## config.mk

```make
export PLATFORM = sky130hd
export DESIGN_NAME = n_edge_router
export DESIGN_NICKNAME = d
export VERILOG_FILES = /design/src/noc_pkg.sv /design/src/input_buffer.sv /design/src/credit_counter.sv /design/src/route_decoder.sv /design/src/switch_allocator.sv /design/src/crossbar_switch.sv /design/src/n_edge_router.sv
export VERILOG_INCLUDE_DIRS = /design/src /design/src/src
export SDC_FILE = /design/constraint.sdc
export NUM_CORES = 1
export LEC_CHECK = 0
export ABC_AREA = 1
export BUFFER_PORTS_ARGS = -buffer_cell sky130_fd_sc_hd__buf_2
export CAP_MARGIN = 15
export CORE_MARGIN = 3
export CORE_UTILIZATION = 45
export CTS_CLUSTER_SIZE = 14
export DETAILED_ROUTE_END_ITERATION = 7
export PLACE_DENSITY = 0.68
export SYNTH_ARGS = -nofsm -noshare
export SYNTH_HDL_FRONTEND = slang
export SYNTH_SLANG_ARGS = --single-unit
```

## constraint.sdc

```tcl
create_clock -name clk -period 10.7 [get_ports clk]
set_clock_uncertainty 0.05 [all_clocks]
set_input_delay 1.605 -clock clk [delete_from_list [all_inputs] [get_ports clk]]
set_output_delay 1.605 -clock clk [all_outputs]
set_load 0.005 [all_outputs]
```

## src/noc_defines.svh

```systemverilog
/* Router-wide width, port count and buffer depth macros */

`ifndef NOC_DEFINES_SVH
`define NOC_DEFINES_SVH

// Full flit width, dest byte plus payload byte
`define NOC_FLIT_W 16

// One mesh coordinate (row or column)
`define NOC_COORD_W 4

// Payload carried in the low byte of a flit
`define NOC_PAYLOAD_W 8

// South, west, east and local
`define NOC_NUM_PORTS 4

// Slots per input FIFO
// Also the credit count each output starts with
`define NOC_BUF_DEPTH 4

`endif

```

## src/noc_pkg.sv

```systemverilog
/* Shared mesh types: coordinates, flits, links, port masks and port indices */

`include "noc_defines.svh"

package noc_pkg;

  // One mesh coordinate
  typedef logic [`NOC_COORD_W-1:0] coord_t;

  // Router address or flit destination, row above column
  typedef struct packed {
    coord_t y;
    coord_t x;
  } addr_t;

  typedef logic [`NOC_PAYLOAD_W-1:0] payload_t;

  // Single-flit packet
  typedef struct packed {
    addr_t    dest;
    payload_t payload;
  } flit_t;

  // One direction of one port
  typedef struct packed {
    logic  valid;
    flit_t flit;
  } link_t;

  // One bit per router port
  typedef logic [`NOC_NUM_PORTS-1:0] port_mask_t;

  // Bit positions in every port mask and port-indexed array
  localparam int PORT_S = 0;
  localparam int PORT_W = 1;
  localparam int PORT_E = 2;
  localparam int PORT_L = 3;

endpackage

```

## src/input_buffer.sv

```systemverilog
/* Per-port input FIFO with link input register, head flit and empty flag */

`timescale 1ns/1ps
`include "noc_defines.svh"

module input_buffer #(
  parameter int DEPTH = `NOC_BUF_DEPTH
) (
  input  logic              clk,
  input  logic              rst_n_i,
  input  noc_pkg::link_t    link_i,
  input  logic              read_i,
  output noc_pkg::flit_t    head_o,
  output logic              empty_o
);

  localparam int PTR_W = (DEPTH > 1) ? $clog2(DEPTH) : 1;
  localparam int CNT_W = $clog2(DEPTH + 1);

  // Link input stage
  logic           in_valid_q;
  noc_pkg::flit_t in_flit_q;

  // Storage as raw flit words
  logic [`NOC_FLIT_W-1:0] mem_q [DEPTH];
  logic [PTR_W-1:0]       wr_ptr_q;
  logic [PTR_W-1:0]       rd_ptr_q;
  logic [CNT_W-1:0]       count_q;

  // Arriving flit lands here first
  // It enters the FIFO one edge later
  always_ff @(posedge clk) begin
    if (!rst_n_i) begin
      in_valid_q <= 1'b0;
    end else begin
      in_valid_q <= link_i.valid;
    end
  end

  always_ff @(posedge clk) begin
    if (link_i.valid) begin
      in_flit_q <= link_i.flit;
    end
  end

  // Write slot
  always_ff @(posedge clk) begin
    if (in_valid_q) begin
      mem_q[wr_ptr_q] <= in_flit_q;
    end
  end

  // Pointers wrap at DEPTH
  // Occupancy tracks push and pop in the same cycle
  always_ff @(posedge clk) begin
    if (!rst_n_i) begin
      wr_ptr_q <= '0;
      rd_ptr_q <= '0;
      count_q  <= '0;
    end else begin
      if (in_valid_q) begin
        wr_ptr_q <= (wr_ptr_q == PTR_W'(DEPTH - 1)) ? '0 : wr_ptr_q + 1'b1;
      end
      if (read_i) begin
        rd_ptr_q <= (rd_ptr_q == PTR_W'(DEPTH - 1)) ? '0 : rd_ptr_q + 1'b1;
      end
      case ({in_valid_q, read_i})
        2'b10:   count_q <= count_q + 1'b1;
        2'b01:   count_q <= count_q - 1'b1;
        default: count_q <= count_q;
      endcase
    end
  end

  // Oldest flit, valid whenever not empty
  assign head_o  = noc_pkg::flit_t'(mem_q[rd_ptr_q]);
  assign empty_o = (count_q == '0);

endmodule

```

## src/credit_counter.sv

```systemverilog
/* Free downstream slot counter for one router output */

`timescale 1ns/1ps
`include "noc_defines.svh"

module credit_counter #(
  parameter int DEPTH = `NOC_BUF_DEPTH
) (
  input  logic clk,
  input  logic rst_n_i,
  input  logic send_i,
  input  logic credit_i,
  output logic available_o
);

  localparam int CNT_W = $clog2(DEPTH + 1);

  // Free slots in the downstream buffer
  logic [CNT_W-1:0] count_q;

  // Starts full, one slot per downstream entry
  always_ff @(posedge clk) begin
    if (!rst_n_i) begin
      count_q <= CNT_W'(DEPTH);
    end else begin
      case ({send_i, credit_i})
        // Flit leaves, slot consumed
        2'b10:   count_q <= count_q - 1'b1;
        // Slot returned downstream
        2'b01:   count_q <= count_q + 1'b1;
        // Both or neither, no net change
        default: count_q <= count_q;
      endcase
    end
  end

  // Output may be granted only with a free slot
  assign available_o = (count_q != '0);

endmodule

```

## src/route_decoder.sv

```systemverilog
/* YX route computation for a top-row router */

`timescale 1ns/1ps

module route_decoder (
  input  noc_pkg::flit_t     head_i,
  input  noc_pkg::addr_t     yx_addr_router_i,
  output noc_pkg::port_mask_t request_o
);

  // Destination pieces of the head flit
  noc_pkg::coord_t dest_y;
  noc_pkg::coord_t dest_x;

  assign dest_y = head_i.dest.y;
  assign dest_x = head_i.dest.x;

  // Row first, then column
  always_comb begin
    request_o = '0;
    if (dest_y != yx_addr_router_i.y) begin
      // Top row, so any other row lies south
      request_o[noc_pkg::PORT_S] = 1'b1;
    end else if (dest_x > yx_addr_router_i.x) begin
      // Columns grow toward east
      request_o[noc_pkg::PORT_E] = 1'b1;
    end else if (dest_x < yx_addr_router_i.x) begin
      request_o[noc_pkg::PORT_W] = 1'b1;
    end else begin
      // Arrived
      request_o[noc_pkg::PORT_L] = 1'b1;
    end
  end

endmodule

```

## src/switch_allocator.sv

```systemverilog
/* Round-robin switch allocator per output, gated by buffer state and credit */

`timescale 1ns/1ps
`include "noc_defines.svh"

module switch_allocator #(
  parameter int SEL_W = $clog2(`NOC_NUM_PORTS)
) (
  input  logic                clk,
  input  logic                rst_n_i,
  input  noc_pkg::port_mask_t request_i [`NOC_NUM_PORTS],
  input  noc_pkg::port_mask_t empty_i,
  input  noc_pkg::port_mask_t available_i,
  output noc_pkg::port_mask_t read_o,
  output noc_pkg::port_mask_t send_o,
  output logic [SEL_W-1:0]    select_o [`NOC_NUM_PORTS]
);

  localparam int NUM = `NOC_NUM_PORTS;

  // Per output, which inputs hold a live request for it
  noc_pkg::port_mask_t cand [NUM];

  // Per output, last granted input
  logic [SEL_W-1:0] ptr_q [NUM];

  // Per output search result
  logic [SEL_W-1:0] winner [NUM];
  noc_pkg::port_mask_t hit;

  // Transpose requests to output view
  // Empty buffers show stale heads, so mask them
  always_comb begin
    for (int o = 0; o < NUM; o++) begin
      for (int i = 0; i < NUM; i++) begin
        cand[o][i] = request_i[i][o] & ~empty_i[i];
      end
    end
  end

  // Search from farthest to nearest after the pointer
  // Last match wins, i.e. the first input after the pointer
  always_comb begin
    for (int o = 0; o < NUM; o++) begin
      hit[o]    = 1'b0;
      winner[o] = ptr_q[o];
      for (int k = NUM; k >= 1; k--) begin
        if (cand[o][(int'(ptr_q[o]) + k) % NUM]) begin
          hit[o]    = 1'b1;
          winner[o] = SEL_W'((int'(ptr_q[o]) + k) % NUM);
        end
      end
      // No grant without a downstream slot
      send_o[o]   = hit[o] & available_i[o];
      select_o[o] = winner[o];
    end
  end

  // Pop the winning input of every granted output
  // One request per input, so at most one grant each
  always_comb begin
    read_o = '0;
    for (int o = 0; o < NUM; o++) begin
      if (send_o[o]) begin
        read_o[winner[o]] = 1'b1;
      end
    end
  end

  // Pointer moves past the winner only on a grant
  // Reset to last input, so input 0 leads after reset
  always_ff @(posedge clk) begin
    if (!rst_n_i) begin
      for (int o = 0; o < NUM; o++) begin
        ptr_q[o] <= SEL_W'(NUM - 1);
      end
    end else begin
      for (int o = 0; o < NUM; o++) begin
        if (send_o[o]) begin
          ptr_q[o] <= winner[o];
        end
      end
    end
  end

endmodule

```

## src/crossbar_switch.sv

```systemverilog
/* Crossbar output muxes with registered output links */

`timescale 1ns/1ps
`include "noc_defines.svh"

module crossbar_switch #(
  parameter int SEL_W = $clog2(`NOC_NUM_PORTS)
) (
  input  logic                clk,
  input  logic                rst_n_i,
  input  noc_pkg::flit_t      head_i [`NOC_NUM_PORTS],
  input  noc_pkg::port_mask_t send_i,
  input  logic [SEL_W-1:0]    select_i [`NOC_NUM_PORTS],
  output noc_pkg::link_t      link_o [`NOC_NUM_PORTS]
);

  // Output valid per port
  noc_pkg::port_mask_t valid_q;
  // Output payload registers
  noc_pkg::flit_t      flit_q [`NOC_NUM_PORTS];

  // Valid lasts one cycle per grant
  always_ff @(posedge clk) begin
    if (!rst_n_i) begin
      valid_q <= '0;
    end else begin
      valid_q <= send_i;
    end
  end

  // Capture selected head only on a grant
  always_ff @(posedge clk) begin
    for (int o = 0; o < `NOC_NUM_PORTS; o++) begin
      if (send_i[o]) begin
        flit_q[o] <= head_i[select_i[o]];
      end
    end
  end

  for (genvar o = 0; o < `NOC_NUM_PORTS; o++) begin : gen_out
    assign link_o[o].valid = valid_q[o];
    assign link_o[o].flit  = flit_q[o];
  end

endmodule

```

## src/n_edge_router.sv

```systemverilog
/* North-edge mesh router top: input FIFOs, YX decoders, allocator,
   credit counters and crossbar */

`timescale 1ns/1ps
`include "noc_defines.svh"

module n_edge_router (
  input  logic                clk,
  input  logic                rst_n_i,
  input  noc_pkg::addr_t      yx_addr_router_i,
  input  noc_pkg::link_t      link_i [`NOC_NUM_PORTS],
  output noc_pkg::port_mask_t credit_o,
  output noc_pkg::link_t      link_o [`NOC_NUM_PORTS],
  input  noc_pkg::port_mask_t credit_i
);

  localparam int SEL_W = $clog2(`NOC_NUM_PORTS);

  // Buffer heads and state
  noc_pkg::flit_t      head [`NOC_NUM_PORTS];
  noc_pkg::port_mask_t empty;

  // One-hot output request per input
  noc_pkg::port_mask_t request [`NOC_NUM_PORTS];

  // Downstream slot available per output
  noc_pkg::port_mask_t available;

  // Allocator results
  noc_pkg::port_mask_t read;
  noc_pkg::port_mask_t send;
  logic [SEL_W-1:0]    select [`NOC_NUM_PORTS];

  // Per-port slices, indexed by the port constants
  for (genvar p = 0; p < `NOC_NUM_PORTS; p++) begin : gen_port

    input_buffer #(
      .DEPTH (`NOC_BUF_DEPTH)
    ) i_input_buffer (
      .clk     (clk),
      .rst_n_i (rst_n_i),
      .link_i  (link_i[p]),
      .read_i  (read[p]),
      .head_o  (head[p]),
      .empty_o (empty[p])
    );

    route_decoder i_route_decoder (
      .head_i           (head[p]),
      .yx_addr_router_i (yx_addr_router_i),
      .request_o        (request[p])
    );

    // Tracks the downstream buffer behind output p
    credit_counter #(
      .DEPTH (`NOC_BUF_DEPTH)
    ) i_credit_counter (
      .clk         (clk),
      .rst_n_i     (rst_n_i),
      .send_i      (send[p]),
      .credit_i    (credit_i[p]),
      .available_o (available[p])
    );

  end

  switch_allocator #(
    .SEL_W (SEL_W)
  ) i_switch_allocator (
    .clk         (clk),
    .rst_n_i     (rst_n_i),
    .request_i   (request),
    .empty_i     (empty),
    .available_i (available),
    .read_o      (read),
    .send_o      (send),
    .select_o    (select)
  );

  crossbar_switch #(
    .SEL_W (SEL_W)
  ) i_crossbar_switch (
    .clk      (clk),
    .rst_n_i  (rst_n_i),
    .head_i   (head),
    .send_i   (send),
    .select_i (select),
    .link_o   (link_o)
  );

  // Every buffer pop frees one upstream slot
  assign credit_o = read;

endmodule

```

-- Yosys cells after proc, flatten, opt, wreduce, memory -nomap -nowiden
Memory sizes are Yosys's and may differ from the RTL's. A register that Yosys moved wholly into a read port is not among the register bits.
Index checks and enable logic that the tools add are counted.
- magnitude comparators: 36
- muxes and demuxes: 185
- $add $sub $neg: 40
- bitwise operators: 51
- reductions and logical operators: 36
- equality and inequality tests: 28
- operator list (cell ; count):
    $bmux 16 s2 ; 4
    $mux 16 ; 8
    $mux 1 ; 101
    $mux 2 ; 36
    $lt 3x4->1 const B ; 16
    $pmux 3 s2 ; 8
    $add 2x1->2 const B ; 16
    $bmux 1 s2 ; 16
    $eq 2x2->1 const B ; 16
    $reduce_or 2->1 ; 16
    $add 3x1->3 const B ; 8
    $sub 3x1->3 const B ; 8
    $and 1x1->1 ; 20
    $add 2x2->2 const B ; 8
    $and 1x1->1 const A ; 16
    $eq 2x1->1 const B ; 8
    $gt 4x4->1 ; 4
    $lt 4x4->1 ; 4
    $mux 4 ; 4
    $ne 4x4->1 ; 4
    $reduce_bool 2->1 ; 8
    $ge 3x3->1 const B ; 4
    $logic_not 3->1 ; 4
    $lt 2x3->1 const B ; 4
    other kinds (9) ; 35
- logic and storage cells: 415
- bits in writable memories: 328
- input bits: 82
- register bits after elaboration: 112
- output and inout port bits: 72
- memories: 6
- memories (name ; words ; width ; rd ports ; clocked after Yosys merged registers in ; wr ports ; RTL line ; source):
    gen_port[0].i_input_buffer.mem_q ; 4 ; 16 ; 1 ; 1 ; 1 ; input_buffer.sv:25 ; logic [`NOC_FLIT_W-1:0] mem_q [DEPTH];
    gen_port[1].i_input_buffer.mem_q ; 4 ; 16 ; 1 ; 1 ; 1 ; input_buffer.sv:25 ;
    gen_port[2].i_input_buffer.mem_q ; 4 ; 16 ; 1 ; 1 ; 1 ; input_buffer.sv:25 ;
    gen_port[3].i_input_buffer.mem_q ; 4 ; 16 ; 1 ; 1 ; 1 ; input_buffer.sv:25 ;
    i_crossbar_switch.flit_q ; 4 ; 16 ; 4 ; 0 ; 4 ; crossbar_switch.sv:20 ; noc_pkg::flit_t flit_q [`NOC_NUM_PORTS];
    i_switch_allocator.ptr_q ; 4 ; 2 ; 4 ; 0 ; 4 ; switch_allocator.sv:25 ; logic [SEL_W-1:0] ptr_q [NUM];

-- Longest topological paths before layout
Gate-level depths: netlist of the first run.
- word-level depth: 24
- mapped depth: 32

-- Cells and area by module
A second synthesis of the first run with hierarchy kept.
- cell total of the unflattened synthesis: 2128
- area total of the unflattened synthesis: 21041.4 um^2
- modules (own cells, without submodules) (module ; area an instance (um^2) ; instances ; cells each):
    input_buffer (gen_port[0].i_input_buffer ...) ; 3318.2 ; 3 ; 232
    crossbar_switch ; 4535.6 ; 1 ; 636
    input_buffer (gen_port[2].i_input_buffer) ; 3430.8 ; 1 ; 232
    switch_allocator ; 1524.0 ; 1 ; 280
    route_decoder ; 221.5 ; 4 ; 47
    credit_counter ; 177.7 ; 4 ; 24

-- Least setup slack after synthesis of the first run
No wires, ideal clock.
- path type: in2out
- start: input port yx_addr_router_i[3] in the netlist's numbering
- end: output port credit_o[3]
- stages: 15
- data required time: 9.045 ns
- slack: 4.843 ns
- arrival: 4.202 ns
- path through: inv_1 > ha_1 > nand2_1 > o21ai_0 > nand2_1 > nor2_1 > nand4_1 > nand2_1 > nor2_1 > a21oi_1 > nand4_1 > nand2_1 > nor2_2 > inv_1 > buf_4
- RTL lines (element ; RTL line ; source):
    from (decl) ; n_edge_router.sv:10 ; input noc_pkg::addr_t yx_addr_router_i,
    $lt 4x4->1 ; route_decoder.sv:27 ; end else if (dest_x < yx_addr_router_i.x) begin
    $mux 1 ; route_decoder.sv:27 ;
    $mux 1 ; route_decoder.sv:24 ; end else if (dest_x > yx_addr_router_i.x) begin
    $mux 3 ; route_decoder.sv:21 ; if (dest_y != yx_addr_router_i.y) begin
    $and 1x1->1 ; switch_allocator.sv:36 ; cand[o][i] = request_i[i][o] & ~empty_i[i];
    $bmux 1 s2 ; switch_allocator.sv:48 ; if (cand[o][(int'(ptr_q[o]) + k) % NUM]) begin
    $mux 1 (implied by the code) (2 in a row) ; switch_allocator.sv:48 ;
    $mux 1 (3 in a row) ; switch_allocator.sv:48 ;
    $mux 1 * ; switch_allocator.sv:48 ;
    $and 1x1->1 * ; switch_allocator.sv:54 ; send_o[o] = hit[o] & available_i[o];
    named net gen_port[3].i_credit_counter.send_i ; credit_counter.sv:11 ; input logic send_i,
    $mux 4 * ; switch_allocator.sv:64 ; if (send_o[o]) begin
    to (decl) ; n_edge_router.sv:12 ; output noc_pkg::port_mask_t credit_o,
Mark *: on every way through the listed nets, which the timed path passes. The rest lies on a longest branch. The select of a mux whose other input is x is not followed.

==> results of run 1 <==
-- sequential cells by signal, summed over array words and instances (netlist names), 8 cells and up, named ones only --
| register | flops |
|---|---|
| i_crossbar_switch.flit_q | 64 |
| gen_port.i_input_buffer.count_q | 12 |
| gen_port.i_input_buffer.mem_q | 256 |
| gen_port.i_input_buffer.rd_ptr_q | 8 |
| gen_port.i_input_buffer.wr_ptr_q | 8 |
| i_switch_allocator.ptr_q | 8 |
| gen_port.i_credit_counter.count_q | 12 |
| gen_port.i_input_buffer.in_flit_q | 64 |
-- metrics by stage --
step                hold slack (ps)  instances
CTS                             404       2597
finish                          402       2598
floorplan                       372       1832
global route                    442       2598
global placement                386       2513
detailed placement              396       2513
-- cells in the final DEF (no fill, tap or decap), types with 3 or more instances in the layout --
cell / Yosys / final
sky130_fd_sc_hd__nand2_1: 488 / 488
sky130_fd_sc_hd__edfxtp_1: 392 / 392
sky130_fd_sc_hd__buf_2: 20 / 153
sky130_fd_sc_hd__inv_1: 143 / 143
sky130_fd_sc_hd__nand3_1: 127 / 127
sky130_fd_sc_hd__nor2_1: 115 / 115
sky130_fd_sc_hd__a21oi_1: 95 / 94
sky130_fd_sc_hd__o21ai_0: 83 / 83
sky130_fd_sc_hd__dfxtp_1: 56 / 56
sky130_fd_sc_hd__clkbuf_16: 0 / 46
sky130_fd_sc_hd__ha_1: 44 / 44
sky130_fd_sc_hd__a32oi_1: 37 / 37
sky130_fd_sc_hd__o2111ai_1: 23 / 23
sky130_fd_sc_hd__o221ai_1: 21 / 21
sky130_fd_sc_hd__inv_2: 18 / 18
sky130_fd_sc_hd__nand2_2: 13 / 13
sky130_fd_sc_hd__o22ai_1: 12 / 12
sky130_fd_sc_hd__o211ai_1: 12 / 12
sky130_fd_sc_hd__clkinv_2: 0 / 12
sky130_fd_sc_hd__nand4_1: 11 / 11
sky130_fd_sc_hd__buf_4: 10 / 10
sky130_fd_sc_hd__nor3_1: 9 / 9
sky130_fd_sc_hd__fa_1: 8 / 8
sky130_fd_sc_hd__clkbuf_1: 25 / 8
sky130_fd_sc_hd__nor2_4: 7 / 7
sky130_fd_sc_hd__nand3_2: 7 / 7
sky130_fd_sc_hd__nor2_2: 7 / 7
sky130_fd_sc_hd__a31oi_1: 6 / 6
sky130_fd_sc_hd__clkinv_1: 0 / 6
sky130_fd_sc_hd__a32o_1: 5 / 5
sky130_fd_sc_hd__xor2_1: 4 / 4
sky130_fd_sc_hd__and2_1: 4 / 4
sky130_fd_sc_hd__a22oi_1: 4 / 4
sky130_fd_sc_hd__a21oi_2: 2 / 3
sky130_fd_sc_hd__o21ai_1: 3 / 3
sky130_fd_sc_hd__bufinv_16: 0 / 3
sky130_fd_sc_hd__clkinv_4: 0 / 3
-- per-layer routing --
layer,up-vias,share of wire
met2,624,0.47
met4,2,0.032
met5,-,0.00024
met3,112,0.080
met1,6842,0.42
li1,6746,-
-- cell usage after synthesis (8+ instances only) --
master | number | area share
sky130_fd_sc_hd__nor3_1 | 9 | 0.0023
sky130_fd_sc_hd__o2111ai_1 | 23 | 0.010
sky130_fd_sc_hd__nand2_2 | 13 | 0.0041
sky130_fd_sc_hd__o22ai_1 | 12 | 0.0038
sky130_fd_sc_hd__buf_2 | 20 | 0.0050
sky130_fd_sc_hd__inv_1 | 143 | 0.027
sky130_fd_sc_hd__o21ai_0 | 83 | 0.021
sky130_fd_sc_hd__o211ai_1 | 12 | 0.0045
sky130_fd_sc_hd__a32oi_1 | 37 | 0.016
sky130_fd_sc_hd__o221ai_1 | 21 | 0.0092
sky130_fd_sc_hd__dfxtp_1 | 56 | 0.056
sky130_fd_sc_hd__edfxtp_1 | 392 | 0.59
sky130_fd_sc_hd__nor2_1 | 115 | 0.022
sky130_fd_sc_hd__clkbuf_1 | 25 | 0.0047
sky130_fd_sc_hd__ha_1 | 44 | 0.028
sky130_fd_sc_hd__nand3_1 | 127 | 0.032
sky130_fd_sc_hd__nand4_1 | 11 | 0.0035
sky130_fd_sc_hd__buf_4 | 10 | 0.0038
sky130_fd_sc_hd__fa_1 | 8 | 0.0080
sky130_fd_sc_hd__nand2_1 | 488 | 0.092
sky130_fd_sc_hd__inv_2 | 18 | 0.0034
sky130_fd_sc_hd__a21oi_1 | 95 | 0.024
-- worst max path at each step --
stage                                   start     endpoint  slack [ps]
after floorplan           yx_addr_router_i[3]  credit_o[3]        4840
after global routing                 register  credit_o[1]        3360
final                                register  credit_o[1]        3650
after global placement    yx_addr_router_i[3]  credit_o[1]        4460
after CTS                            register  credit_o[1]        3820
after detailed placement  yx_addr_router_i[3]  credit_o[1]        4370
-- critical path, stage by stage, from the launching register on --
cell and delay (ps):
sky130_fd_sc_hd__dfxtp_1 310, sky130_fd_sc_hd__buf_4 240, sky130_fd_sc_hd__inv_2 460, sky130_fd_sc_hd__nand2_1 100, sky130_fd_sc_hd__a32oi_1 730, sky130_fd_sc_hd__ha_1 270, sky130_fd_sc_hd__nand2_1 70, sky130_fd_sc_hd__o21ai_0 280
sky130_fd_sc_hd__nand2_1 110, sky130_fd_sc_hd__nor2_1 140, sky130_fd_sc_hd__nand3_1 120, sky130_fd_sc_hd__nand2_1 140, sky130_fd_sc_hd__nand3_1 80, sky130_fd_sc_hd__nand2_1 80, sky130_fd_sc_hd__nand3_2 80, sky130_fd_sc_hd__nand3_1 80
sky130_fd_sc_hd__nand2_1 600, sky130_fd_sc_hd__nand2_1 250, sky130_fd_sc_hd__nand2_1 90, sky130_fd_sc_hd__nor2_2 270, sky130_fd_sc_hd__inv_1 130, sky130_fd_sc_hd__buf_2 150
-- cell type report --
cell class / count / area (um^2) / share of cell area
diodes: 1 / 2.50 / 0.000111
clock buffers: 54 / 1180 / 0.0522
clock inverters: 30 / 287 / 0.0127
inverters: 161 / 604 / 0.0267
multi-input cells: 1156 / 6080 / 0.269
flip-flops and latches: 448 / 12900 / 0.570
well taps: 585 / 732 / 0.0324
repair buffers: 163 / 841 / 0.0372
-- power breakdown --
part	leakage [nW]	internal, mW	total, mW	switching, mW
registers	4.07	2.18	2.27	0.0986
clock network	0.722	0.874	1.56	0.684
logic	4.22	0.581	2.03	1.45
total	9.02	3.63	5.86	2.23
-- kinds of logic (layout without fill, tap and decap cells) --
kind of cell	Yosys count	after routing
other	0	1
XOR/XNOR	5	5
buffers and inverters	228	408
AO/OA/AOI/OAI	310	310
adder cells (fa/ha/maj)	52	52
AND/OR/NAND/NOR	789	789
flip-flops	448	448
==> results by stage, run 1 <==
Timing:
- The summed negative setup slack over all endpoints is 0 ps.
- The max-slew violation count is 0.
- Of the available clock period, the critical path in the final layout requires 0.659.
- The tightest slew margin relative to the limit is 0.287.
- The hold violation count in the final report came to 0.
- After layout, the minimum clock period comes to 7050 ps.
- Setup repair after global routing left no endpoint under its margin.
- Static timing analysis puts the maximum clock frequency at 0.142 GHz.
- The least setup slack across all paths after layout is 3650 ps.
- At the pin with the least slew margin, the transition time is 1070 ps.
- Setup violations remaining at the end of the flow were counted as 0.

Drt:
- The count of nets left with antenna violations once routing finished came out at 0.
- The pre-antenna-repair detailed-routing pass consisted of 5 iterations.
- In the routed design, unresolved DRC markers number 0.
- The total via count in the routed design is 14300.
- The final routed wirelength across all metal layers is 53200 um.
- The via density per instance is 5.51.
- The number of DRC markers in iteration 0 is 1830.
- The routed wire length per instance is 20.5 um.

Synth:
- The compound-cell area share of the yosys netlist came to 0.100.
- The simple-gate portion of the synthesized area is 0.167.
- The number of instances in the synthesized netlist is 1832.
- The sequential share of the synthesized area is 0.647.
- The total of warnings raised by yosys is 0.
- After synthesis, the share of flip-flops with an asynchronous set or reset is 0.
- Synthesis produced a netlist with a net count of 1966.
- The synthesized area is 19900 um^2.
- The proportion of synthesized area in mux cells is 0.
- The dominant combinational cell family by area after synthesis is simple AND/OR/NAND/NOR gates.
- Dividing the synthesized area by the synthesized cell count gives 10.9 um^2.
- Yosys mapped the design onto 40 distinct sky130hd cell types.
- Of the total synthesized cell area, the portion taken by full adders, half adders and majority gates is 0.0356.
- Counting flops with a built-in enable in the synthesized netlist gives 392.
- After synthesis the netlist holds a flip-flop and latch count of 448.
- For this run, the leading register cell type out of synthesis is sky130_fd_sc_hd__edfxtp_1.
- Of the total synthesized cell area, the portion taken by XOR and XNOR cells is 0.00220.

Power:
- The leakage dissipation is 9.02 nW.
- The maximum ir drop on the vdd rail is 0.159 mV.
- Dividing total power by cell area gives a power density of 259 nW/um^2.
- The total power of the final layout is 5.86 mW.

Min path:
- The startpoint identified for the worst hold timing path is gen_port[1].i_input_buffer.count_q[0].
- The path class of the tightest hold or removal check is register to register.
- The hold path endpoint is gen_port[1].i_input_buffer.count_q[0].
- Along the worst hold path, the cell count comes to 1.

Clock network:
- The number of gates resized after CTS was 0.
- The clock latency on the worst-skew pair is 590 ps.
- The clock-pin slew on the worst setup and hold paths is 60 ps.
- The TritonCTS clock tree is yes.
- The H-tree generated during clock tree synthesis spans 2 levels.
- No sink is reached through more buffers than the 3 on the longest clock path.
- The number of hold-repair buffers added at the cts stage is 0.
- The clock drives 448 sinks.
- The cell sitting at the root of the clock tree is a sky130_fd_sc_hd__clkbuf_16.
- The setup fix buffers added after clock tree synthesis is 0.
- The CTS buffer count is 46.

Setup path:
- The capture point of the worst reg-to-reg path is gen_port[3].i_input_buffer.count_q[2].
- The setup check on the worst reg-to-reg path leaves a slack of 4800 ps.
- The critical path startpoint category is a register.
- STA puts the critical path data required time at 9050 ps.
- The number of cells on the worst reg-to-reg path is 28.
- STA puts the critical path data arrival time at 5390 ps.
- Of all nets on the critical path, the largest fanout is 33.
- The worst setup path is captured at an output port.
- The critical path is of the register to output port type.

Final layout:
- From synthesis to final layout, the design area changed by 13.4%.
- The cell area after layout is 22600 um^2.
- The net count reported at finish is 2110.
- The layout has 3771 filler cells.
- The share of cells above drive strength 1 is 0.146.
- The utilization of the core after routing is 0.521.

Global routing:
- The first-pass GRT wire length is 81000 um.
- The initial antenna violation count is 2.
- The global-route track usage on met3 is 0.0318.
- For met2 alone, demand over resource in global routing was 0.362.
- The routing layer with the top usage in global route is met2.
- The number of global-route vias before repair is 13600.
- For met1 alone, demand over resource in global routing was 0.319.
- Across every metal layer, demand over resource in global routing totals 0.226.
- The largest net degree at the start of global routing is 40.
- The total congestion overflow after global routing is 0.

Floorplan:
- For this configuration, the core starts out at a cell density of 0.459.
- The I/O pin count is 154.
- The number of standard-cell rows in the floorplan is 76.
- The vertical die dimension is 217 um.
- The die is 217 um wide.
- The core area is 43500 um^2.
- The die outline area is 46900 um^2.

Place:
- The weighted congestion at the end of routability-driven global placement is 0.976.
- The total of buffers placed on input and output ports is 153.
- Timing analysis after detailed placement gives a worst setup slack of 4370 ps.
- Summing all placed instances gives a cell area of 21200 um^2.
- The estimated wirelength of the detail-placed design is 38000 um.

Job:
- Across the run, the number of max-cap violations was 0.

Status:
- The flow ran to the end, and the final reports show no timing, DRC or antenna violations.
Power figures use the tool's default switching activity.
==> inputs of run 2 (changes only) <==
- ABC_AREA: 1 -> 0
- clock period: 10.7 -> 7.4 ns (I/O delays scaled with it)
==> run 2 against run 1 <==
Effect of this change: wire length is 16% lower; die area is 3.2% lower; sequential power is 45% higher; clock power is 47% higher; count of clock-buffer cells in the layout is 2 higher; area after synthesis is 3.3% lower; flip-flop and latch count stayed put; power is 38% higher; first-iteration DRC count is 53% lower; sequential share of layout area is 1.1 points higher; synthesized cell count is 32% lower.
==> results by stage, run 2 <==
Setup path:
- STA classifies the critical path endpoint as an output port.
- Traced cell by cell, the critical path runs through buf_4 > mux4_2 > ha_1 > o21ai_0 > a211oi_1 > a32oi_1 > o31ai_4 > nand2_1 > o21ai_1 > buf_2.
- The type of the setup path with the least slack is register to output port.
- The arrival time of data at the critical path endpoint came to 5260 ps (-130 ps).
- The maximum fanout count along the critical path is 17 (-48%).
- For this design, the slowest cell found on the critical path is sky130_fd_sc_hd__o31ai_4.
- The critical path startpoint category is a register.
- The critical path data required time is 6240 ps (-2810 ps).
- The largest stage delay on the critical path is 910 ps (+180 ps).

Synth:
- The total nets after synthesis is 1378 (-30%).
- The number of instances in the synthesized netlist is 1244 (-32%).
- The top cell type's share of synthesized area came to 0.610 (+0.0198).
- Among all flip-flop cells after synthesis, the most frequent one is sky130_fd_sc_hd__edfxtp_1.
- The sequential share of the synthesized area is 0.668 (+0.0217).
- By area the synthesized netlist is led by sky130_fd_sc_hd__edfxtp_1, sky130_fd_sc_hd__mux4_2, sky130_fd_sc_hd__dfxtp_1.
- The post-synthesis async set-or-reset flop share is 0 (unchanged).
- By instance count, the leading cell after synthesis is sky130_fd_sc_hd__edfxtp_1.
- Summed over all instances, the cell type with the most area after synthesis is sky130_fd_sc_hd__edfxtp_1.
- The distinct cell type count of the synthesized netlist is 70 (+75%).
- Ranked by instance count, the synthesized netlist is headed by sky130_fd_sc_hd__edfxtp_1, sky130_fd_sc_hd__a21oi_1, sky130_fd_sc_hd__mux2i_1, sky130_fd_sc_hd__nor2_1, sky130_fd_sc_hd__mux4_2.
- The synthesis-stage register bit count is 448 (unchanged).
- The number of enable flip-flop cells after synthesis is 392 (unchanged).
- The average cell area after synthesis is 15.5 um^2 (+42%).
- The total of warnings raised by yosys is 0 (unchanged).
- The synthesized area is 19300 um^2 (-3.3%).

Clock network:
- The clock-pin slew on the worst setup and hold paths was 60 ps (about the same).
- The post-cts gate resize count came to 0 (unchanged).
- The CTS buffer count came to 46 (unchanged).
- The clock latency on the worst-skew pair is 580 ps (about the same).
- The setup fix buffers added after clock tree synthesis was 0 (unchanged).
- The number of clock sinks seen by CTS came to 448 (unchanged).
- The number of hold-repair buffers added at the cts stage is 0 (unchanged).
- The number of buffers on the longest clock path is 3 (unchanged).
- The H-tree depth reported by CTS was 2 (unchanged).
- TritonCTS built the clock tree.
- The tree is rooted in a sky130_fd_sc_hd__clkbuf_16.

Timing:
- The upper clock frequency limit is 0.156 GHz.
- The max-slew violation count is 0 (unchanged).
- The count of final setup violators was 0 (unchanged).
- Setup repair after global routing left no endpoint under its margin.
- The hold violation count in the final report came to 0 (unchanged).
- The minimum hold slack is 439 ps (+36.7 ps).
- The measured slew at the worst slew-check pin came to 1020 ps (-50.3 ps).
- Counting I/O delays and the setup requirement, the final critical path takes 6420 ps.
- The share of the clock period used by the worst path after layout is 0.867.
- The tightest slew margin relative to the limit is 0.320 (+0.0335).
- The summed negative setup slack over all endpoints is 0 ps (unchanged).

Floorplan:
- The vertical die dimension is 213 um (-1.6%).
- The number of standard-cell rows in the floorplan is 75 (-1.3%).
- The initial core utilization is 0.458 (-0.000980).
- The core area is 42100 um^2 (-3.0%).
- The die outline area is 45400 um^2 (-3.2%).
- The die span in x was 213 um (-1.6%).
- The I/O pin count is 154 (unchanged).

Final layout:
- Leaving out fill and tap cells, the most frequent cell in the layout is sky130_fd_sc_hd__edfxtp_1.
- The flip-flop count of the largest register after layout came to 256 (unchanged).
- The share of cells above drive strength 1 came to 0.237 (+0.0910).
- The register with the most flip-flops is gen_port.i_input_buffer.mem_q.
- The largest registers in the layout are gen_port.i_input_buffer.mem_q (256), gen_port.i_input_buffer.in_flit_q (64), i_crossbar_switch.flit_q (64).
- The number of fill cells is 3424 (-9.2%).
- Leaving out fill and tap cells, the most frequent cells in the layout are sky130_fd_sc_hd__edfxtp_1, sky130_fd_sc_hd__buf_2, sky130_fd_sc_hd__a21oi_1.
- The number of antenna diodes is 0 (-1).
- The net count reported at finish is 1539 (-27%).
- The area overhead of the layout relative to synthesis is 15.0%.

Place:
- The total of buffers placed on input and output ports came to 153 (unchanged).
- The weighted congestion at the end of routability-driven global placement came to 0.906 (-7.1%).
- The estimated wirelength of the detail-placed design is 32100 um (-16%).

Global routing:
- The number of global-route vias before repair came to 10900 (-20%).
- The initial antenna violation count came to 1 (-1).
- The total congestion overflow after global routing is 0 (unchanged).
- The first-pass GRT wire length is 67000 um (-17%).
- The largest net degree at the start of global routing was 39 (-2.5%).
- The total track usage is 0.199 (-0.0272).

Min path:
- The worst hold path belongs to the class register to register.

Drt:
- The final routed wirelength across all metal layers was 44700 um (-16%).
- The number of DRC markers in iteration 0 is 853 (-53%).
- The via density per instance came to 5.60 (+1.5%).
- The routed wire length per instance is 22.6 um (+10%).
- The number of iterations in the first detailed-routing pass is 7 (+2).
- The remaining routing DRC violations is 0 (unchanged).
- The total via count in the routed design is 11100 (-23%).
- The number of antenna-violating nets in the routed design was 0 (unchanged).

Power:
- The fraction of power consumed by sequential logic came to 0.408 (+0.020).
- The share of power burned in the clock network was 0.283 (+0.017).
- The leakage dissipation is 7.80 nW (-13%).
- The internal power of the cells is 5.43 mW (+50%).
- The combinational cell fraction of total power is 0.309 (-0.037).
- The switching power summed over all nets is 2.65 mW (+19%).
- The share of total power consumed by net switching is 0.328 (-0.0527).
- The power density over cell area is 364 nW/um^2 (+41%).
- The maximum ir drop on the vdd rail is 0.211 mV (+33%).

Job:
- The number of max-cap violations is 0 (unchanged).

Status:
- The run finished with clean final reports.
==> run 2: power by group through the flow <==
stage          registers, mW  logic, mW  clock network, mW
2_1_floorplan           3.24       1.75                  0
3_3_place_gp            3.34       2.43                  0
3_5_place_dp            3.36       2.48                  0
4_1_cts                 3.31       2.49               2.35
5_1_grt                 3.33       2.71               2.45
6_report                3.30       2.49               2.29
==> run 2: cell type report <==
class	instances	area, um^2	share of cell area
Timing Repair Buffer	171	901	0.0406
Sequential cell	448	12900	0.581
Multi-Input combinational cell	687	5990	0.270
Tap cell	539	674	0.0304
Clock buffer	56	1240	0.0559
Inverter	51	191	0.00863
Clock inverter	29	288	0.0130
==> run 2: worst paths after layout <==
path	end	slack, ps	start	depth (start not counted)
worst max-delay path	credit_o[1]	980	register	10
worst min register to register	gen_port[0].i_input_buffer.count_q[2]	440	gen_port[0].i_input_buffer.count_q[2]	2
worst max register to register	gen_port[1].i_input_buffer.count_q[2]	1370	register	15
worst min-delay path	gen_port[0].i_input_buffer.count_q[2]	440	gen_port[0].i_input_buffer.count_q[2]	2
==> run 2: through the flow <==
stage	area (um^2)	power [mW]	utilization	setup WS (ps)	std cells
after floorplan	19300	4.99	-	1260	1244
after global placement	20600	5.77	0.490	1490	1896
after detailed placement	20600	5.83	0.490	1420	1896
after CTS	22200	8.14	0.526	904	1981
after global routing	22200	8.49	0.526	599	1981
final	22200	8.08	0.526	983	1981
==> run 2: kinds of logic (layout without fill, tap and decap cells) <==
family	Yosys count	count (layout)	synth area share
buffers and inverters	109	307	0.0233
AND/OR/NAND/NOR	269	269	0.0737
multiplexers	156	156	0.124
adder cells (fa/ha/maj)	52	52	0.0368
flip-flops	448	448	0.668
XOR/XNOR	32	32	0.0145
AO/OA/AOI/OAI	178	178	0.0594
==> run 2: per-layer routing <==
layer | vias up | share of wire | global-route usage
met5 | - | 0.00045 | 0
met4 | 2 | 0.021 | 0.0562
met3 | 62 | 0.051 | 0.0287
met2 | 355 | 0.47 | 0.316
met1 | 5568 | 0.45 | 0.289
li1 | 5103 | - | -
==> run 2: critical path: cells and delay by family, from the launching register on <==
family | cells | cell delay, ps
simple gates | 1 | 110
flops | 1 | 720
compound gates | 5 | 2350
buf+inv | 2 | 530
fa+ha+maj | 1 | 330
mux | 1 | 620
==> inputs of run 3 (changes only) <==
- CORE_UTILIZATION: 45 -> 35
- PLACE_DENSITY: 0.68 -> 0.56
- RECOVER_POWER: unset -> 50
- SKIP_LAST_GASP: unset -> 1
==> run 3 against run 2 <==
Effect of this change: the flow now finishes with violations (capacitance limit, slew limit); combinational power rose by 2%; power rose by 0.55%; register-to-register slack improved by 20 ps; non-clock buffer count did not move; via count fell by 0.13%; clock power barely moved; flip-flop and latch count did not move; sequential share of layout area fell by 0.45 points; worst setup slack got worse by 56 ps; first-iteration DRC count fell by 5.3%; worst hold slack improved by 3.1 ps; critical path type unchanged; critical endpoint is now credit_o[2]; largest power group unchanged; highest routed layer is now met4.
==> results by stage, run 3 (synthesis results as in run 2) <==
Drt:
- The total via count in the routed design is 11100 (-0.13%).
- The number of DRC markers in iteration 0 is 808 (-5.3%).
- The number of antenna-violating nets in the routed design is 0 (unchanged).
- The routed wire length per instance came to 22.5 um (-0.41%).
- The final routed wirelength across all metal layers came to 48200 um (+7.7%).
- The remaining routing DRC violations was 0 (unchanged).
- The number of iterations in the first detailed-routing pass is 5 (-2).
- The via density per instance came to 5.17 (-7.6%).

Setup path:
- The buffer and inverter count on the worst path is 2 (unchanged).
- The critical path data required time was 6240 ps (about the same).
- The maximum fanout count along the critical path was 16 (-1).
- Broken down by cell family, the worst path's largest delay share belongs to compound AO/OA/AOI/OAI gates.
- The worst setup path is launched from a register.
- The arrival time of data at the critical path endpoint is 5310 ps (+50 ps).
- The worst setup path is of the register to output port kind.
- The largest stage delay on the critical path is 960 ps (+50 ps).
- The slowest stage of the critical path is the sky130_fd_sc_hd__a2111oi_0 cell.
- The critical path goes through mux4_2 > ha_1 > nand4_1 > a2111oi_0 > a31oi_1 > o31ai_4 > nor3_1 > a221oi_1 > and2_4 > inv_2 > buf_2.
- The type of element capturing the critical path is an output port.

Final layout:
- The largest registers in the layout are gen_port.i_input_buffer.mem_q (256), gen_port.i_input_buffer.in_flit_q (64), i_crossbar_switch.flit_q (64).
- The flip-flop count of the largest register after layout was 256 (unchanged).
- The top cell types in the final layout, fill and taps aside, are sky130_fd_sc_hd__edfxtp_1, sky130_fd_sc_hd__buf_2, sky130_fd_sc_hd__a21oi_1.
- The cell area after layout came to 22400 um^2 (+0.78%).
- From synthesis to final layout, the design area changed by 15.9%.
- The library cell used most frequently in the layout, excluding fill and tap cells, is sky130_fd_sc_hd__edfxtp_1.
- The number of antenna diodes is 0 (unchanged).
- The share of cells above drive strength 1 is 0.225 (-0.0124).
- The net count reported at finish was 1541 (+0.13%).
- The register with the most flip-flops is gen_port.i_input_buffer.mem_q.

Global routing:
- The total congestion overflow after global routing was 0 (unchanged).
- The initial antenna violation count is 1 (unchanged).
- The total track usage is 0.167 (-0.0313).
- The global-route track usage on met1 is 0.237 (-0.0515).
- The number of global-route vias before repair is 11200 (+2.6%).
- The met2 demand-to-capacity share in global routing was 0.255 (-0.0616).
- The largest net degree at the start of global routing is 39 (unchanged).
- The routing layer with the top usage in global route is met2.
- The global-route track usage on met3 is 0.0378 (+0.00917).
- The first-pass GRT wire length came to 71300 um (+6.5%).

Clock network:
- The number of buffers on the longest clock path was 3 (unchanged).
- The setup fix buffers added after clock tree synthesis is 0 (unchanged).
- The post-cts gate resize count came to 0 (unchanged).
- The clock-pin slew on the worst setup and hold paths is 60 ps (about the same).
- In this run the clock root is driven by a sky130_fd_sc_hd__clkbuf_16.
- The clock latency on the worst-skew pair came to 620 ps (+40 ps).
- The H-tree depth reported by CTS is 2 (unchanged).
- TritonCTS built the clock tree.
- The number of hold-repair buffers added at the cts stage is 0 (unchanged).
- The CTS buffer count is 48 (+4.3%).
- The number of clock sinks seen by CTS is 448 (unchanged).

Timing:
- The upper clock frequency limit is 0.154 GHz (-0.86%).
- The summed negative setup slack over all endpoints is 0 ps (unchanged).
- Setup repair after global routing left no endpoint under its margin.
- The tightest slew margin relative to the limit came to -0.215 (-0.535).
- The share of the clock period used by the worst path after layout is 0.875 (+0.00754).
- The least setup slack across all paths after layout is 927 ps (-55.8 ps).
- The max-slew violation count is 38 (+38).
- The measured slew at the worst slew-check pin is 1820 ps (+803 ps).
- The final period demand of the worst path is 6470 ps (+55.8 ps).
- The hold violation count in the final report was 0 (unchanged).
- The count of final setup violators came to 0 (unchanged).

Place:
- The total of buffers placed on input and output ports came to 153 (unchanged).
- The placed instance area is 20800 um^2 (+0.95%).
- The weighted congestion at the end of routability-driven global placement is 0.896 (-1.2%).
- The setup slack at placement was 1570 ps (+146 ps).
- The estimated wirelength of the detail-placed design came to 34700 um (+8.2%).

Power:
- The maximum ir drop on the vdd rail is 0.171 mV (-19%).
- The power density over cell area is 364 nW/um^2 (-0.24%).
- The total power of the final layout came to 8.13 mW (+0.55%).
- The leakage dissipation is 7.75 nW (-0.60%).

Floorplan:
- The die outline area is 58000 um^2 (+28%).
- The number of standard-cell rows in the floorplan was 85 (+13%).
- The I/O pin count is 154 (unchanged).
- The vertical die dimension is 241 um (+13%).
- The core area came to 54100 um^2 (+28%).
- The die span in x is 241 um (+13%).
- The initial core utilization is 0.356 (-0.101).

Min path:
- The classification of the worst-slack hold path is register to register.

Status:
- The run finished, with violations left.
- The checks that failed: capacitance limit, slew limit.

Job:
- The number of max-cap violations came to 1 (+1).
==> run 3: cell count changes in the layout (fill, tap and decap cells not counted), sizes merged <==
cell / before / now
clkinv: 22 / 26
clkinvlp: 3 / 1
buf: 171 / 153
clkbuf: 56 / 75
bufinv: 4 / 2
inv: 51 / 54
==> run 3: metal layers <==
| layer | up-vias | wire length (um) |
|---|---|---|
| li1 | 5104 | - |
| met1 | 5541 | 21500 |
| met2 | 350 | 21900 |
| met3 | 81 | 3190 |
| met4 | 0 | 1610 |
| met5 | - | 0 |
==> run 3: area by class of cell <==
class	instances	area (um^2)
clock buffers	57	1250
clock inverters	32	275
fillers	4870	31800
well taps	696	871
repair buffers	171	876
multi-input cells	687	5990
flip-flops and latches	448	12900
inverters	51	191
==> run 3: path summary, 6_finish.rpt <==
path / start / endpoint / slack [ps] / depth (start not counted)
min: gen_port[1].i_input_buffer.in_flit_q[14] / gen_port[1].i_input_buffer.mem_q[0][14] / 440 / 0
max reg2reg: register / gen_port[1].i_input_buffer.count_q[2] / 1390 / 15
max: register / credit_o[2] / 930 / 11
min reg2reg: gen_port[1].i_input_buffer.in_flit_q[14] / gen_port[1].i_input_buffer.mem_q[0][14] / 440 / 0
==> run 3: where the power goes <==
| group | switching (mW) | internal, mW |
|---|---|---|
| sequential | 0.186 | 3.11 |
| clock | 1.00 | 1.30 |
| combinational | 1.55 | 0.981 |
| total | 2.74 | 5.39 |
==> run 3: metrics by stage <==
| stage | std cells | utilization | hold slack (ps) |
|---|---|---|---|
| final | 2142 | 0.413 | 442 |
| after global routing | 2142 | 0.413 | 467 |
| after CTS | 2142 | 0.413 | 448 |
| after detailed placement | 2053 | 0.385 | 440 |
| after global placement | 2053 | 0.385 | 418 |
| after floorplan | 1244 | - | 404 |
